<file path="config.mk">
export PLATFORM = sky130hd
export DESIGN_NAME = ldq
export DESIGN_NICKNAME = d
export VERILOG_FILES = /design/src/logic/ldq_pkg.sv /design/src/logic/ldq.sv /design/src/logic/ldq_credit_return.sv /design/src/logic/ldq_entry.sv /design/src/logic/ldq_ptr.sv
export SDC_FILE = /design/constraint.sdc
export NUM_CORES = 1
export LEC_CHECK = 0
export ABC_AREA = 0
export BUFFER_PORTS_ARGS = -buffer_cell sky130_fd_sc_hd__buf_2
export CELL_PAD_IN_SITES_DETAIL_PLACEMENT = 2
export CELL_PAD_IN_SITES_GLOBAL_PLACEMENT = 2
export CORE_ASPECT_RATIO = 0.9
export CORE_MARGIN = 10
export CORE_UTILIZATION = 39
export CTS_CLUSTER_DIAMETER = 80
export CTS_CLUSTER_SIZE = 12
export DETAILED_ROUTE_END_ITERATION = 10
export PLACE_DENSITY = 0.81
export SYNTH_ARGS = -nofsm -noshare
export SYNTH_HDL_FRONTEND = slang
export SYNTH_SLANG_ARGS = --single-unit
</file>
<file path="constraint.sdc">
create_clock -name i_clk -period 6.6 [get_ports i_clk]
set_input_delay 0.66 -clock i_clk [delete_from_list [all_inputs] [get_ports i_clk]]
set_output_delay 0.66 -clock i_clk [all_outputs]
set_load 0.01 [all_outputs]
</file>
<file path="src/logic/ldq_pkg.sv">
`default_nettype none

package ldq_pkg;

// ----------------------------------------
// Sizes
// ----------------------------------------
localparam int LDQ_SIZE  = 8;
localparam int DISP_SIZE = 2;
localparam int CMT_ID_W  = 6;
localparam int LRQ_SIZE  = 4;
localparam int STQ_SIZE  = 8;

localparam int LDQ_IDX_W = $clog2(LDQ_SIZE);
localparam int CNT_W     = LDQ_IDX_W + 1;  // Counts 0 .. LDQ_SIZE
localparam int LRQ_IDX_W = $clog2(LRQ_SIZE);

localparam logic [CNT_W-1:0] CNT_ONE = 1;

// ----------------------------------------
// Encodings
// ----------------------------------------
typedef enum logic [3:0] {
  LDQ_IDLE,
  LDQ_READY,
  LDQ_EX2_RUN,
  LDQ_LRQ_HAZ,
  LDQ_STQ_HAZ,
  LDQ_TLB_HAZ,
  LDQ_EX3_DONE,
  LDQ_WAIT_COMPLETE
} ldq_state_e;

typedef enum logic [1:0] {
  EX2_OK,
  EX2_LRQ_MISS,
  EX2_STQ_HAZ,
  EX2_TLB_MISS
} ex2_result_e;

// ----------------------------------------
// Structs
// ----------------------------------------
typedef struct packed {
  logic [31:0] pc_addr;
  logic [31:0] inst;
} disp_t;

typedef struct packed {
  disp_t [DISP_SIZE-1:0] inst;
  logic [CMT_ID_W-1:0]   cmt_id;  // Shared by the whole group
} disp_grp_t;

typedef struct packed {
  logic                 is_valid;
  ldq_state_e           state;
  logic [CMT_ID_W-1:0]  cmt_id;
  logic [DISP_SIZE-1:0] grp_id;
  disp_t                inst;
  logic [LRQ_IDX_W-1:0] lrq_index;
  logic [STQ_SIZE-1:0]  stq_mask;
} ldq_entry_t;

typedef struct packed {
  logic                valid;
  disp_t               inst;
  logic [LDQ_SIZE-1:0] index_oh;
} replay_t;

typedef struct packed {
  logic                 update;
  logic [LDQ_SIZE-1:0]  index_oh;
  ex2_result_e          result;
  logic [LRQ_IDX_W-1:0] lrq_index;
  logic [STQ_SIZE-1:0]  stq_mask;  // Older stores blocking the load
} ex2_update_t;

typedef struct packed {
  logic                 valid;
  logic [LRQ_IDX_W-1:0] index;
} lrq_resolve_t;

typedef struct packed {
  logic                valid;
  logic [STQ_SIZE-1:0] index_oh;
} stq_resolve_t;

typedef struct packed {
  logic                 commit;
  logic [CMT_ID_W-1:0]  cmt_id;
  logic [DISP_SIZE-1:0] grp_id;
  logic                 flush_valid;
} commit_t;

typedef struct packed {
  logic                 valid;
  logic [CMT_ID_W-1:0]  cmt_id;
  logic [DISP_SIZE-1:0] grp_id;
} done_rpt_t;

typedef struct packed {
  logic             valid;
  logic [CNT_W-1:0] val;
} credit_ret_t;

endpackage

`default_nettype wire

</file>
<file path="src/logic/ldq.sv">
`default_nettype none

module ldq (
  input  logic                          i_clk,
  input  logic                          i_reset_n,

  input  logic [ldq_pkg::DISP_SIZE-1:0] i_disp_valid,
  input  ldq_pkg::disp_grp_t            i_disp,

  input  ldq_pkg::ex2_update_t          i_ex2_update,
  input  logic                          i_tlb_resolve,
  input  ldq_pkg::lrq_resolve_t         i_lrq_resolve,
  input  ldq_pkg::stq_resolve_t         i_stq_resolve,
  input  ldq_pkg::commit_t              i_commit,

  input  logic                          i_replay_conflict,
  output ldq_pkg::replay_t              o_replay,

  output ldq_pkg::done_rpt_t            o_done_report,
  output ldq_pkg::credit_ret_t          o_credit_return
);

ldq_pkg::ldq_entry_t w_ldq_entries [ldq_pkg::LDQ_SIZE];

logic [ldq_pkg::LDQ_SIZE-1:0]  w_entry_finish;
logic [ldq_pkg::LDQ_SIZE-1:0]  w_rerun_request;
logic [ldq_pkg::LDQ_SIZE-1:0]  w_rerun_oh;
logic [ldq_pkg::LDQ_SIZE-1:0]  w_ldq_done_array;
logic [ldq_pkg::LDQ_SIZE-1:0]  w_ldq_done_oh;
ldq_pkg::ldq_entry_t           w_ldq_done_entry;
ldq_pkg::disp_t                w_replay_inst;

logic [ldq_pkg::LDQ_IDX_W-1:0] w_in_ptr;
logic [ldq_pkg::LDQ_IDX_W-1:0] w_slot_ptr [ldq_pkg::DISP_SIZE];
logic [ldq_pkg::CNT_W-1:0]     w_disp_picked_num;
logic [ldq_pkg::CNT_W-1:0]     w_entry_finish_cnt;

logic                          w_flush_valid;
logic                          w_ignore_disp;
logic [ldq_pkg::CNT_W-1:0]     w_credit_return_val;

assign w_flush_valid = i_commit.commit & i_commit.flush_valid;

// ----------------------------------------
// Dispatch packing
// ----------------------------------------
// Each valid slot lands after the valid slots below it
always_comb begin
  w_disp_picked_num = '0;
  for (int d = 0; d < ldq_pkg::DISP_SIZE; d++) begin
    w_slot_ptr[d] = w_in_ptr + w_disp_picked_num[ldq_pkg::LDQ_IDX_W-1:0];
    if (i_disp_valid[d]) w_disp_picked_num = w_disp_picked_num + ldq_pkg::CNT_ONE;
  end
end

always_comb begin
  w_entry_finish_cnt = '0;
  for (int l = 0; l < ldq_pkg::LDQ_SIZE; l++) begin
    if (w_entry_finish[l]) w_entry_finish_cnt = w_entry_finish_cnt + ldq_pkg::CNT_ONE;
  end
end

ldq_ptr u_ldq_ptr (
  .i_clk       (i_clk),
  .i_reset_n   (i_reset_n),
  .i_rollback  (w_flush_valid),
  .i_in_valid  (|i_disp_valid),
  .i_in_val    (w_disp_picked_num[ldq_pkg::LDQ_IDX_W-1:0]),
  .i_out_valid (|w_entry_finish),
  .i_out_val   (w_entry_finish_cnt[ldq_pkg::LDQ_IDX_W-1:0]),
  .o_in_ptr    (w_in_ptr),
  .o_out_ptr   ()
);

// ----------------------------------------
// Credit return
// ----------------------------------------
assign w_ignore_disp = w_flush_valid & (|i_disp_valid);
assign w_credit_return_val = w_entry_finish_cnt + (w_ignore_disp ? w_disp_picked_num : '0);

ldq_credit_return u_credit_return (
  .i_clk           (i_clk),
  .i_reset_n       (i_reset_n),
  .i_alloc_num     (w_disp_picked_num),  // Discarded loads come back in the same pulse
  .i_get_return    ((|w_entry_finish) | w_ignore_disp),
  .i_return_val    (w_credit_return_val),
  .o_credit_return (o_credit_return)
);

// ----------------------------------------
// Entry array
// ----------------------------------------
generate for (genvar l_idx = 0; l_idx < ldq_pkg::LDQ_SIZE; l_idx++) begin : ldq_loop
  logic [ldq_pkg::DISP_SIZE-1:0] w_input_valid;
  ldq_pkg::disp_t                w_disp_entry;
  ldq_pkg::ex2_update_t          w_ex2_update;

  always_comb begin
    w_input_valid = '0;
    w_disp_entry  = '0;
    for (int d = 0; d < ldq_pkg::DISP_SIZE; d++) begin
      if (i_disp_valid[d] && !w_flush_valid &&
          (w_slot_ptr[d] == l_idx[ldq_pkg::LDQ_IDX_W-1:0])) begin
        w_input_valid[d] = 1'b1;
        w_disp_entry     = i_disp.inst[d];
      end
    end
  end

  // Only this entry's bit of index_oh is passed on
  always_comb begin
    w_ex2_update                 = i_ex2_update;
    w_ex2_update.index_oh        = '0;
    w_ex2_update.index_oh[l_idx] = i_ex2_update.index_oh[l_idx];
  end

  ldq_entry u_ldq_entry (
    .i_clk          (i_clk),
    .i_reset_n      (i_reset_n),
    .i_disp_load    (|w_input_valid),
    .i_disp_cmt_id  (i_disp.cmt_id),
    .i_disp_grp_id  (w_input_valid),
    .i_disp         (w_disp_entry),
    .i_rerun_accept (w_rerun_oh[l_idx] & !i_replay_conflict),
    .i_ex2_update   (w_ex2_update),
    .i_tlb_resolve  (i_tlb_resolve),
    .i_lrq_resolve  (i_lrq_resolve),
    .i_stq_resolve  (i_stq_resolve),
    .i_commit       (i_commit),
    .i_done_accept  (w_ldq_done_oh[l_idx]),
    .o_entry        (w_ldq_entries[l_idx]),
    .o_entry_finish (w_entry_finish[l_idx])
  );

  assign w_rerun_request[l_idx]  = w_ldq_entries[l_idx].state == ldq_pkg::LDQ_READY;
  assign w_ldq_done_array[l_idx] = w_ldq_entries[l_idx].state == ldq_pkg::LDQ_EX3_DONE;
end
endgenerate

// Replay picks the lowest index
always_comb begin
  w_rerun_oh    = '0;
  w_replay_inst = '0;
  for (int l = ldq_pkg::LDQ_SIZE - 1; l >= 0; l--) begin
    if (w_rerun_request[l]) begin
      w_rerun_oh    = '0;
      w_rerun_oh[l] = 1'b1;
      w_replay_inst = w_ldq_entries[l].inst;
    end
  end
end

assign o_replay.valid    = |w_rerun_request;
assign o_replay.inst     = w_replay_inst;
assign o_replay.index_oh = w_rerun_oh;

// Done picks the highest index
always_comb begin
  w_ldq_done_oh    = '0;
  w_ldq_done_entry = '0;
  for (int l = 0; l < ldq_pkg::LDQ_SIZE; l++) begin
    if (w_ldq_done_array[l]) begin
      w_ldq_done_oh    = '0;
      w_ldq_done_oh[l] = 1'b1;
      w_ldq_done_entry = w_ldq_entries[l];
    end
  end
end

assign o_done_report.valid  = |w_ldq_done_oh;
assign o_done_report.cmt_id = w_ldq_done_entry.cmt_id;
assign o_done_report.grp_id = w_ldq_done_entry.grp_id;

endmodule

`default_nettype wire

</file>
<file path="src/logic/ldq_credit_return.sv">
`default_nettype none

module ldq_credit_return (
  input  logic                      i_clk,
  input  logic                      i_reset_n,

  input  logic [ldq_pkg::CNT_W-1:0] i_alloc_num,

  input  logic                      i_get_return,
  input  logic [ldq_pkg::CNT_W-1:0] i_return_val,

  output ldq_pkg::credit_ret_t      o_credit_return
);

logic [ldq_pkg::CNT_W-1:0] r_credits;  // Entries held by the queue
logic [ldq_pkg::CNT_W-1:0] w_credits_next;
logic [ldq_pkg::CNT_W-1:0] w_return_num;

logic                      r_ret_valid;
logic [ldq_pkg::CNT_W-1:0] r_ret_val;

assign w_return_num   = i_get_return ? i_return_val : '0;
assign w_credits_next = r_credits + i_alloc_num - w_return_num;

always_ff @(posedge i_clk) begin
  if (i_reset_n) begin
    r_credits   <= '0;
    r_ret_valid <= 1'b0;
  end else begin
    r_credits   <= w_credits_next;
    r_ret_valid <= i_get_return;
  end
end

always_ff @(posedge i_clk) begin
  r_ret_val <= i_return_val;
end

// One-cycle pulse back to the dispatcher
assign o_credit_return.valid = r_ret_valid;
assign o_credit_return.val   = r_ret_val;

endmodule

`default_nettype wire

</file>
<file path="src/logic/ldq_entry.sv">
`default_nettype none

module ldq_entry (
  input  logic                          i_clk,
  input  logic                          i_reset_n,

  input  logic                          i_disp_load,
  input  logic [ldq_pkg::CMT_ID_W-1:0]  i_disp_cmt_id,
  input  logic [ldq_pkg::DISP_SIZE-1:0] i_disp_grp_id,
  input  ldq_pkg::disp_t                i_disp,

  input  logic                          i_rerun_accept,
  input  ldq_pkg::ex2_update_t          i_ex2_update,
  input  logic                          i_tlb_resolve,
  input  ldq_pkg::lrq_resolve_t         i_lrq_resolve,
  input  ldq_pkg::stq_resolve_t         i_stq_resolve,
  input  ldq_pkg::commit_t              i_commit,
  input  logic                          i_done_accept,

  output ldq_pkg::ldq_entry_t           o_entry,
  output logic                          o_entry_finish
);

ldq_pkg::ldq_state_e r_state;
ldq_pkg::ldq_state_e w_state_next;

logic [ldq_pkg::CMT_ID_W-1:0]  r_cmt_id;
logic [ldq_pkg::DISP_SIZE-1:0] r_grp_id;
ldq_pkg::disp_t                r_inst;
logic [ldq_pkg::LRQ_IDX_W-1:0] r_lrq_index;
logic [ldq_pkg::STQ_SIZE-1:0]  r_stq_mask;

logic w_valid;
logic w_ex2_hit;
logic w_lrq_hit;
logic w_stq_hit;
logic w_flush;
logic w_commit_hit;
logic w_free;

assign w_valid = r_state != ldq_pkg::LDQ_IDLE;

// index_oh arrives already masked down to this entry's bit
assign w_ex2_hit = i_ex2_update.update & (|i_ex2_update.index_oh);

assign w_lrq_hit = i_lrq_resolve.valid & (i_lrq_resolve.index == r_lrq_index);
assign w_stq_hit = i_stq_resolve.valid & (|(i_stq_resolve.index_oh & r_stq_mask));

// ----------------------------------------
// Commit and flush decode
// ----------------------------------------
assign w_flush = i_commit.commit & i_commit.flush_valid;
assign w_commit_hit = i_commit.commit &
                      (i_commit.cmt_id == r_cmt_id) &
                      (|(i_commit.grp_id & r_grp_id)) &
                      ((r_state == ldq_pkg::LDQ_EX3_DONE) |
                       (r_state == ldq_pkg::LDQ_WAIT_COMPLETE));

assign w_free = (w_valid & w_flush) | w_commit_hit;
assign o_entry_finish = w_free;

// ----------------------------------------
// Entry FSM
// ----------------------------------------
always_comb begin
  w_state_next = r_state;
  case (r_state)
    ldq_pkg::LDQ_IDLE: begin
      if (i_disp_load) w_state_next = ldq_pkg::LDQ_READY;
    end
    ldq_pkg::LDQ_READY: begin
      if (i_rerun_accept) w_state_next = ldq_pkg::LDQ_EX2_RUN;
    end
    ldq_pkg::LDQ_EX2_RUN: begin
      if (w_ex2_hit) begin
        case (i_ex2_update.result)
          ldq_pkg::EX2_OK:       w_state_next = ldq_pkg::LDQ_EX3_DONE;
          ldq_pkg::EX2_LRQ_MISS: w_state_next = ldq_pkg::LDQ_LRQ_HAZ;
          ldq_pkg::EX2_STQ_HAZ:  w_state_next = ldq_pkg::LDQ_STQ_HAZ;
          default:               w_state_next = ldq_pkg::LDQ_TLB_HAZ;
        endcase
      end
    end
    ldq_pkg::LDQ_LRQ_HAZ: begin
      if (w_lrq_hit) w_state_next = ldq_pkg::LDQ_READY;
    end
    ldq_pkg::LDQ_STQ_HAZ: begin
      if (w_stq_hit) w_state_next = ldq_pkg::LDQ_READY;
    end
    ldq_pkg::LDQ_TLB_HAZ: begin
      if (i_tlb_resolve) w_state_next = ldq_pkg::LDQ_READY;  // Releases every TLB hazard
    end
    ldq_pkg::LDQ_EX3_DONE: begin
      if (i_done_accept) w_state_next = ldq_pkg::LDQ_WAIT_COMPLETE;
    end
    ldq_pkg::LDQ_WAIT_COMPLETE: begin
      w_state_next = r_state;  // Held until commit
    end
    default: w_state_next = ldq_pkg::LDQ_IDLE;
  endcase

  if (w_free) w_state_next = ldq_pkg::LDQ_IDLE;
end

always_ff @(posedge i_clk) begin
  if (i_reset_n) begin
    r_state <= ldq_pkg::LDQ_IDLE;
  end else begin
    r_state <= w_state_next;
  end
end

// Payload
always_ff @(posedge i_clk) begin
  if (i_disp_load) begin
    r_cmt_id <= i_disp_cmt_id;
    r_grp_id <= i_disp_grp_id;
    r_inst   <= i_disp;
  end
  if ((r_state == ldq_pkg::LDQ_EX2_RUN) & w_ex2_hit) begin
    r_lrq_index <= i_ex2_update.lrq_index;
    r_stq_mask  <= i_ex2_update.stq_mask;
  end
end

always_comb begin
  o_entry.is_valid  = w_valid;
  o_entry.state     = r_state;
  o_entry.cmt_id    = r_cmt_id;
  o_entry.grp_id    = r_grp_id;
  o_entry.inst      = r_inst;
  o_entry.lrq_index = r_lrq_index;
  o_entry.stq_mask  = r_stq_mask;
end

endmodule

`default_nettype wire

</file>
<file path="src/logic/ldq_ptr.sv">
`default_nettype none

module ldq_ptr (
  input  logic                          i_clk,
  input  logic                          i_reset_n,

  input  logic                          i_rollback,

  input  logic                          i_in_valid,
  input  logic [ldq_pkg::LDQ_IDX_W-1:0] i_in_val,
  input  logic                          i_out_valid,
  input  logic [ldq_pkg::LDQ_IDX_W-1:0] i_out_val,

  output logic [ldq_pkg::LDQ_IDX_W-1:0] o_in_ptr,
  output logic [ldq_pkg::LDQ_IDX_W-1:0] o_out_ptr
);

logic [ldq_pkg::LDQ_IDX_W-1:0] r_in_ptr;
logic [ldq_pkg::LDQ_IDX_W-1:0] r_out_ptr;

// Queue size is a power of two, so the pointers wrap on their own
always_ff @(posedge i_clk) begin
  if (i_reset_n) begin
    r_in_ptr  <= '0;
    r_out_ptr <= '0;
  end else if (i_rollback) begin
    r_in_ptr <= r_out_ptr;  // Queue empties back to the oldest slot
  end else begin
    if (i_in_valid) begin
      r_in_ptr <= r_in_ptr + i_in_val;
    end
    if (i_out_valid) begin
      r_out_ptr <= r_out_ptr + i_out_val;
    end
  end
end

assign o_in_ptr  = r_in_ptr;
assign o_out_ptr = r_out_ptr;

endmodule

`default_nettype wire

</file>
==> summary.txt, run 1 <==
Critical path
  • Most used cell, CP: ha_1
  • Reg2Reg Setup Slack: 0.67 ns
  • Crit path launch type: flip-flop
  • CP Data Arrival Time: approximately 6.5 ns
  • R2r endpoint: u_credit_return.r_ret_val[3]
  • Setup crit end kind: flip-flop
  • Setup CP Type: reg2reg
  • Critical R2R Launch: ldq_loop[0].u_ldq_entry.r_cmt_id[2]
  • CP Data Required Time: roughly 7 ns
  • R2r worst-path depth: 28
  • Max incr delay on CP: ~0.43 ns
  • Max Fanout on Critical Path: 4
  • Slowest CP cell: edfxtp_1

Global routing
  • Vias in the first global route: ~34k
  • First-pass GRT wire length: around 220 mm
  • GRT overflow: 0
  • Largest net degree at the start of global routing: approximately 110
  • Total track usage: 0.280
  • Initial antenna violation count: 32

Timing
  • Setup TNS: 0 ns
  • Minimum clock period: 5.93 ns
  • Pins Over Slew Limit: 0
  • Fin. Hold Viols: 0
  • Worst-margin pin slew: between 1 and 1.5 ns
  • Clock skew: approximately 0.022 ns
  • Final worst slack: between 0.6 and 0.7 ns
  • RSZ-0062 raised after global routing: no
  • Slew HR: 0.199
  • Fin crit share: 0.899
  • # setup viols final: 0
  • WHS: 0.336 ns
  • Fmax: between 150 and 200 MHz

CTS
  • Bufs on Longest Clock Path: 3
  • H-tree levels: 3
  • CTS tree: done
  • Clock net sink count: approximately 700
  • Clock transition at path regs: around 0.06 ns
  • Clk root buf: clkbuf_16
  • Post-CTS setup buffer count: 0
  • Num CTS Buffers: 68
  • Worst skew pair latency: 0.63 ns

Power and ir drop
  • Leak pwr: around 13 nW
  • Design Power: between 10 and 15 mW
  • Peak supply drop: between 0.0002 and 0.0003 V
  • PD cells: between 300 and 400 nW/um2

Synthesis
  • Seq/Total Area, Yosys: 0.562
  • Dominant cell type by area after synthesis: edfxtp_1
  • Top_reg_cell synth: edfxtp_1
  • Post-synth ARST share: 0
  • Leading post-synthesis cells by cell area: edfxtp_1 54%, nand2_1 12%, o21ai_0 9.3%, a22oi_1 4.2%, clkbuf_1 2.8%
  • Post-synth top area share: 0.543
  • Syn Inst Count: roughly 3.8k
  • Post-synth EDFFs: approximately 660
  • Synth cell types: approximately 80
  • FF+latch count, synth: 691
  • Syn_area_per_cell: roughly 9.5 um2
  • Top-count cell post-synth: nand2_1
  • Syn Nets: 4024
  • Ys Warns: 0
  • Leading cell types by count after synthesis: 1143 x nand2_1, 673 x o21ai_0, 656 x edfxtp_1, 268 x clkbuf_1, 203 x a22oi_1
  • Mapped Area: 36300 um2

Cells and area
  • Layout cells sized above 1: 0.126
  • Final #Nets: 3989
  • Area Overhead vs Synth: 9.40%
  • Post-Layout Cell Count: roughly 5.1k
  • Fill count: approximately 10k
  • Register area: 20400 um2
  • Area of the multi-input gates: 13900 um2

Die
  • FP Rows: roughly 110
  • Die area: between 100000 and 150000 um2
  • Die Wd: 342 um
  • Die height: 309 um
  • Initial Utilization: 0.392
  • I/O pin count: 270
  • Core area: between 90000 and 100000 um2

Hold path
  • Worst Hold Launch: i_disp[0]
  • HP Class: in2reg
  • WHS Endpoint: ldq_loop[7].u_ldq_entry.r_cmt_id[0]
  • Hold depth: 1

Place
  • Pre-CTS WS: approximately 0.13 ns
  • Gpl congestion: 0.829
  • Post-DP HPWL: roughly 91 mm
  • Dpl cells: slightly below 5k
  • Input/output buffers: roughly 270

Job
  • Max-Cap Viols: 0

Status
  • Status: complete, no violations

Drt
  • DRT Wirelength: approximately 150 mm
  • Antenna viol nets, final: 0
  • First drt pass iteration count: 9
  • DRC violations left: 0
  • Iter 0 DRT Violations: 2957
  • Routed vias: roughly 32k
  • Drt wl/cell: ~30 um
  • Vias per cell: approximately 6.3
## metal layers
layer,wire [um],GRT usage
met1,62600,0.356
met2,73400,0.481
met3,10400,0.0486
met4,4910,0.0912
met5,126,0
## critical path, delay by kind of cell (launching register included)
| kind | cells | cell delay [ns] |
|---|---|---|
| compound gates | 10 | 1.81 |
| xor+xnor | 4 | 0.65 |
| fa+ha+maj | 5 | 1.62 |
| buf+inv | 2 | 0.20 |
| flops | 1 | 0.43 |
| mux | 1 | 0.29 |
| simple gates | 6 | 0.86 |
## layout make-up
class                      instances  area share
antenna                           11    0.000693
timing repair buffer             338      0.0473
clock buffer                      75      0.0451
sequential                       691       0.514
multi-input combinational       2656       0.349
tap                             1242      0.0392
inverter                          31     0.00312
clock inverter                     6     0.00148
## state kept, by name, indices dropped and copies added (netlist names)
name                              count
ldq_loop.u_ldq_entry.o_entry        512
ldq_loop.u_ldq_entry.r_grp_id        16
ldq_loop.u_ldq_entry.r_cmt_id        48
ldq_loop.u_ldq_entry.r_state         24
u_credit_return.r_ret_valid           1
ldq_loop.u_ldq_entry.r_lrq_index     16
u_credit_return.r_ret_val             4
ldq_loop.u_ldq_entry.r_stq_mask      64
u_ldq_ptr.o_in_ptr                    3
u_ldq_ptr.o_out_ptr                   3
## kinds of logic (layout without fill, tap and decap cells)
family                   after synthesis  count (layout)  share of synthesized area
multiplexers                           5               5                    0.00141
XOR/XNOR                              86              86                     0.0224
AND/OR/NAND/NOR                     1428            1428                      0.159
buffers and inverters                474             450                     0.0612
adder cells (fa/ha/maj)               20              20                    0.00752
other                                  0              11                          0
flip-flops                           691             691                      0.562
AO/OA/AOI/OAI                       1117            1117                      0.187
## worst max path at each step
stage	start	endpoint	slack [ns]	depth (start not counted)
6_report	ldq_loop[0].u_ldq_entry.r_cmt_id[2]	u_credit_return.r_ret_val[3]	0.67	28
5_1_grt	ldq_loop[0].u_ldq_entry.r_state[2]	u_credit_return.r_ret_val[3]	0.04	28
4_1_cts	ldq_loop[1].u_ldq_entry.r_state[2]	u_credit_return.r_ret_val[3]	0.42	28
3_5_place_dp	i_commit[1]	u_credit_return.r_ret_val[3]	0.13	29
3_3_place_gp	i_commit[3]	u_credit_return.r_ret_val[3]	0.42	29
2_1_floorplan	i_commit[8]	u_credit_return.r_ret_val[3]	0.97	28
## stage by stage
| step | util | instance area (um2) |
|---|---|---|
| after detailed placement | 0.408 | 37800 |
| final | 0.429 | 39700 |
| after floorplan | - | 36300 |
| after global routing | 0.429 | 39700 |
| after global placement | 0.408 | 37800 |
| after CTS | 0.428 | 39600 |
## placed cells by master, fill, tap and decap left out, types with 13 or more instances in the layout
cell type | Yosys | routed
buf_2 | 10 | 269
nand2_1 | 1143 | 1141
dfxtp_1 | 35 | 31
nor3_1 | 36 | 25
ha_1 | 17 | 17
a222oi_1 | 24 | 24
nand4_1 | 14 | 14
clkbuf_16 | 0 | 71
edfxtp_1 | 656 | 656
buf_4 | 102 | 68
o211ai_1 | 67 | 67
nand2b_1 | 13 | 13
xnor2_1 | 39 | 39
a221oi_1 | 28 | 28
o21ai_0 | 673 | 672
a211oi_1 | 15 | 15
a21oi_1 | 33 | 32
nor2_1 | 99 | 92
a22oi_1 | 203 | 203
inv_1 | 30 | 27
nand3_1 | 49 | 49
xor2_1 | 42 | 42
## power breakdown
| part | switching (mW) | leakage, nW | internal (mW) |
|---|---|---|---|
| Sequential | 0.225 | 6.27 | 5.19 |
| Clock | 1.69 | 0.907 | 1.95 |
| Combinational | 3.72 | 5.35 | 1.58 |
## repair_timing
action / CTS / global route
hold buffers: 0 / 0
resized for setup: 0 / 8
endpoints found under the setup margin: 0 / 2
hold endpoints to repair: 0 / 0
(Power assumes the default switching activity.)
==> run 2, diff against run 1 <==
CELL_PAD_IN_SITES_DETAIL_PLACEMENT = 1   (was 2)
CELL_PAD_IN_SITES_GLOBAL_PLACEMENT = 1   (was 2)
CORE_UTILIZATION = 48   (was 39)
==> run 2 against run 1 <==
  * Sequential share of layout area increased by 0.44 points
  * Global-route usage increased by 2.0 points
  * Sequential power about the same
  * Utilization increased by 9.8 points
  * Cell count decreased by 5.0%
  * Clock power decreased by 1%
  * Flip-flop and latch count unchanged
  * First-iteration DRC count increased by 16%
  * Register-to-register slack got worse by 0.14 ns
  * Critical path depth unchanged
  * Wire length decreased by 12%
  * Critical endpoint unchanged
==> summary.txt, run 2 (same netlist as run 1, synthesis figures left out) <==
Drt
  • Vias per cell: 6.44
  • First drt pass iteration count: 5
  • DRC violations left: 0
  • Routed vias: roughly 31k
  • DRT Wirelength: 133 mm
  • Met2 wire len: 63.4 mm
  • Met3 wire length: between 10 and 15 mm
  • Drt wl/cell: roughly 28 um
  • Antenna viol nets, final: 0
  • Iter 0 DRT Violations: about 3.4k
  • M1 WL: 52.6 mm
  • Top Layer Used: met5

CTS
  • # hold bufs at CTS: 0
  • Clock transition at path regs: approximately 0.060 ns
  • CTS tree: done
  • Clk root buf: clkbuf_16
  • Num CTS Buffers: 68
  • Bufs on Longest Clock Path: 3
  • Worst skew pair latency: 0.62 ns
  • Clock net sink count: around 690
  • H-tree levels: 3

Power and ir drop
  • Leak pwr: around 13 nW
  • PD cells: roughly 360 nW/um2
  • Peak supply drop: approximately 0.00021 V

Timing
  • Fmax: roughly 160 MHz
  • Pins Over Slew Limit: 0
  • Clock skew: around 0.022 ns
  • # setup viols final: 0
  • Worst-margin pin slew: approximately 1.2 ns
  • WHS: roughly 0.33 ns
  • Fin crit share: 0.920
  • Setup TNS: 0 ns
  • RSZ-0062 raised after global routing: no
  • Slew HR: 0.188
  • Fin. Hold Viols: 0
  • Minimum clock period: approximately 6.1 ns

Critical path
  • CP Data Required Time: a little over 7 ns
  • R2r worst-path depth: 28
  • Most used cell, CP: ha_1
  • Max Fanout on Critical Path: 10
  • Setup crit end kind: flip-flop
  • Slowest CP cell: dfxtp_1
  • Setup CP Type: reg2reg
  • CP Data Arrival Time: roughly 6.6 ns
  • Max incr delay on CP: roughly 0.53 ns
  • Crit path launch type: flip-flop

Global routing
  • Largest net degree at the start of global routing: 89
  • Total track usage: 0.300
  • Vias in the first global route: around 32k
  • First-pass GRT wire length: 199 mm
  • Initial antenna violation count: 28
  • GRT overflow: 0

Hold path
  • HP Class: in2reg
  • Hold depth: 1

Cells and area
  • Layout cells sized above 1: 0.124
  • Max reg flops: 512
  • Most frequent cells in the layout: 1141 x nand2_1, 673 x o21ai_0, 656 x edfxtp_1
  • Fill count: around 8.4k
  • Area of the multi-input gates: between 10000 and 15000 um2
  • Most common cell after layout, fill and taps aside: nand2_1
  • Register area: about 20000 um2
  • Area Overhead vs Synth: 8.46%
  • Final #Nets: 3989

Die
  • Core area: 74800 um2
  • FP Rows: between 90 and 100
  • Die Wd: between 300 and 400 um
  • I/O pin count: 270
  • Die height: 281 um
  • Initial Utilization: 0.485
  • Die area: between 80000 and 90000 um2

Place
  • Gpl congestion: just under 0.9
  • Input/output buffers: 269
  • Post-DP HPWL: 79.4 mm

Status
  • Status: complete, no violations

Job
  • Max-Cap Viols: 0
==> run 2: cell count changes in the layout (fill, tap and decap cells not counted), sizes merged <==
cell | previous run | this run
inv | 32 | 33
bufinv | 1 | 0
clkbuf | 75 | 88
diode | 11 | 16
clkinv | 4 | 3
==> run 2: metrics by stage <==
stage / std cells / setup WS, ns / total power [mW] / utilization / area [um2]
after floorplan: 3821 / 0.969 / 8.38 / - / 36300
after global placement: 4686 / 0.450 / 10.4 / 0.501 / 37400
after detailed placement: 4686 / 0.262 / 10.5 / 0.501 / 37400
after CTS: 4779 / 0.512 / 14.1 / 0.526 / 39300
after global routing: 4791 / 0.0194 / 14.8 / 0.526 / 39300
final: 4795 / 0.525 / 14.1 / 0.526 / 39300
==> run 2: final timing paths <==
kind | to | startpoint | slack [ns]
hold reg to reg | u_ldq_ptr.o_out_ptr[2] | u_ldq_ptr.o_out_ptr[2] | 0.54
setup / recovery | u_credit_return.r_ret_val[3] | ldq_loop[0].u_ldq_entry.r_state[2] | 0.52
hold / removal | ldq_loop[7].u_ldq_entry.r_lrq_index[1] | i_ex2_update[9] | 0.33
setup reg to reg | u_credit_return.r_ret_val[3] | ldq_loop[0].u_ldq_entry.r_state[2] | 0.52
==> run 2: worst max-delay path, delay by kind of cell, from the launching register on <==
family	cells	cell delay, ns
AO/OA/AOI/OAI	10	1.79
adder cells (fa/ha/maj)	5	1.59
AND/OR/NAND/NOR	7	1.14
flip-flops	1	0.53
XOR/XNOR	3	0.47
multiplexers	1	0.30
buffers and inverters	2	0.20
==> run 2: routing by layer <==
metal / track usage / vias up
met5: 0 / -
li1: - / 13491
met3: 0.0585 / 288
met1: 0.392 / 15511
met4: 0.111 / 16
met2: 0.491 / 1554
==> run 2: timing repair <==
item                       CTS  global route
gates resized for setup      0             2
setup endpoints to repair    0             1
buffers inserted             0             0
==> run 2: where the power goes <==
group | internal, mW | total, mW | switching (mW)
Combinational | 1.59 | 5.15 | 3.56
Clock | 1.94 | 3.59 | 1.65
Sequential | 5.18 | 5.40 | 0.214
Total | 8.71 | 14.1 | 5.42
==> run 2: layout make-up <==
cell class,instances,area share
sequential,691,0.518
multi-input combinational,2656,0.352
timing repair buffer,338,0.0474
clock buffer,88,0.0468
tap,970,0.0308
inverter,31,0.00315
antenna,16,0.00102
clock inverter,5,0.000827
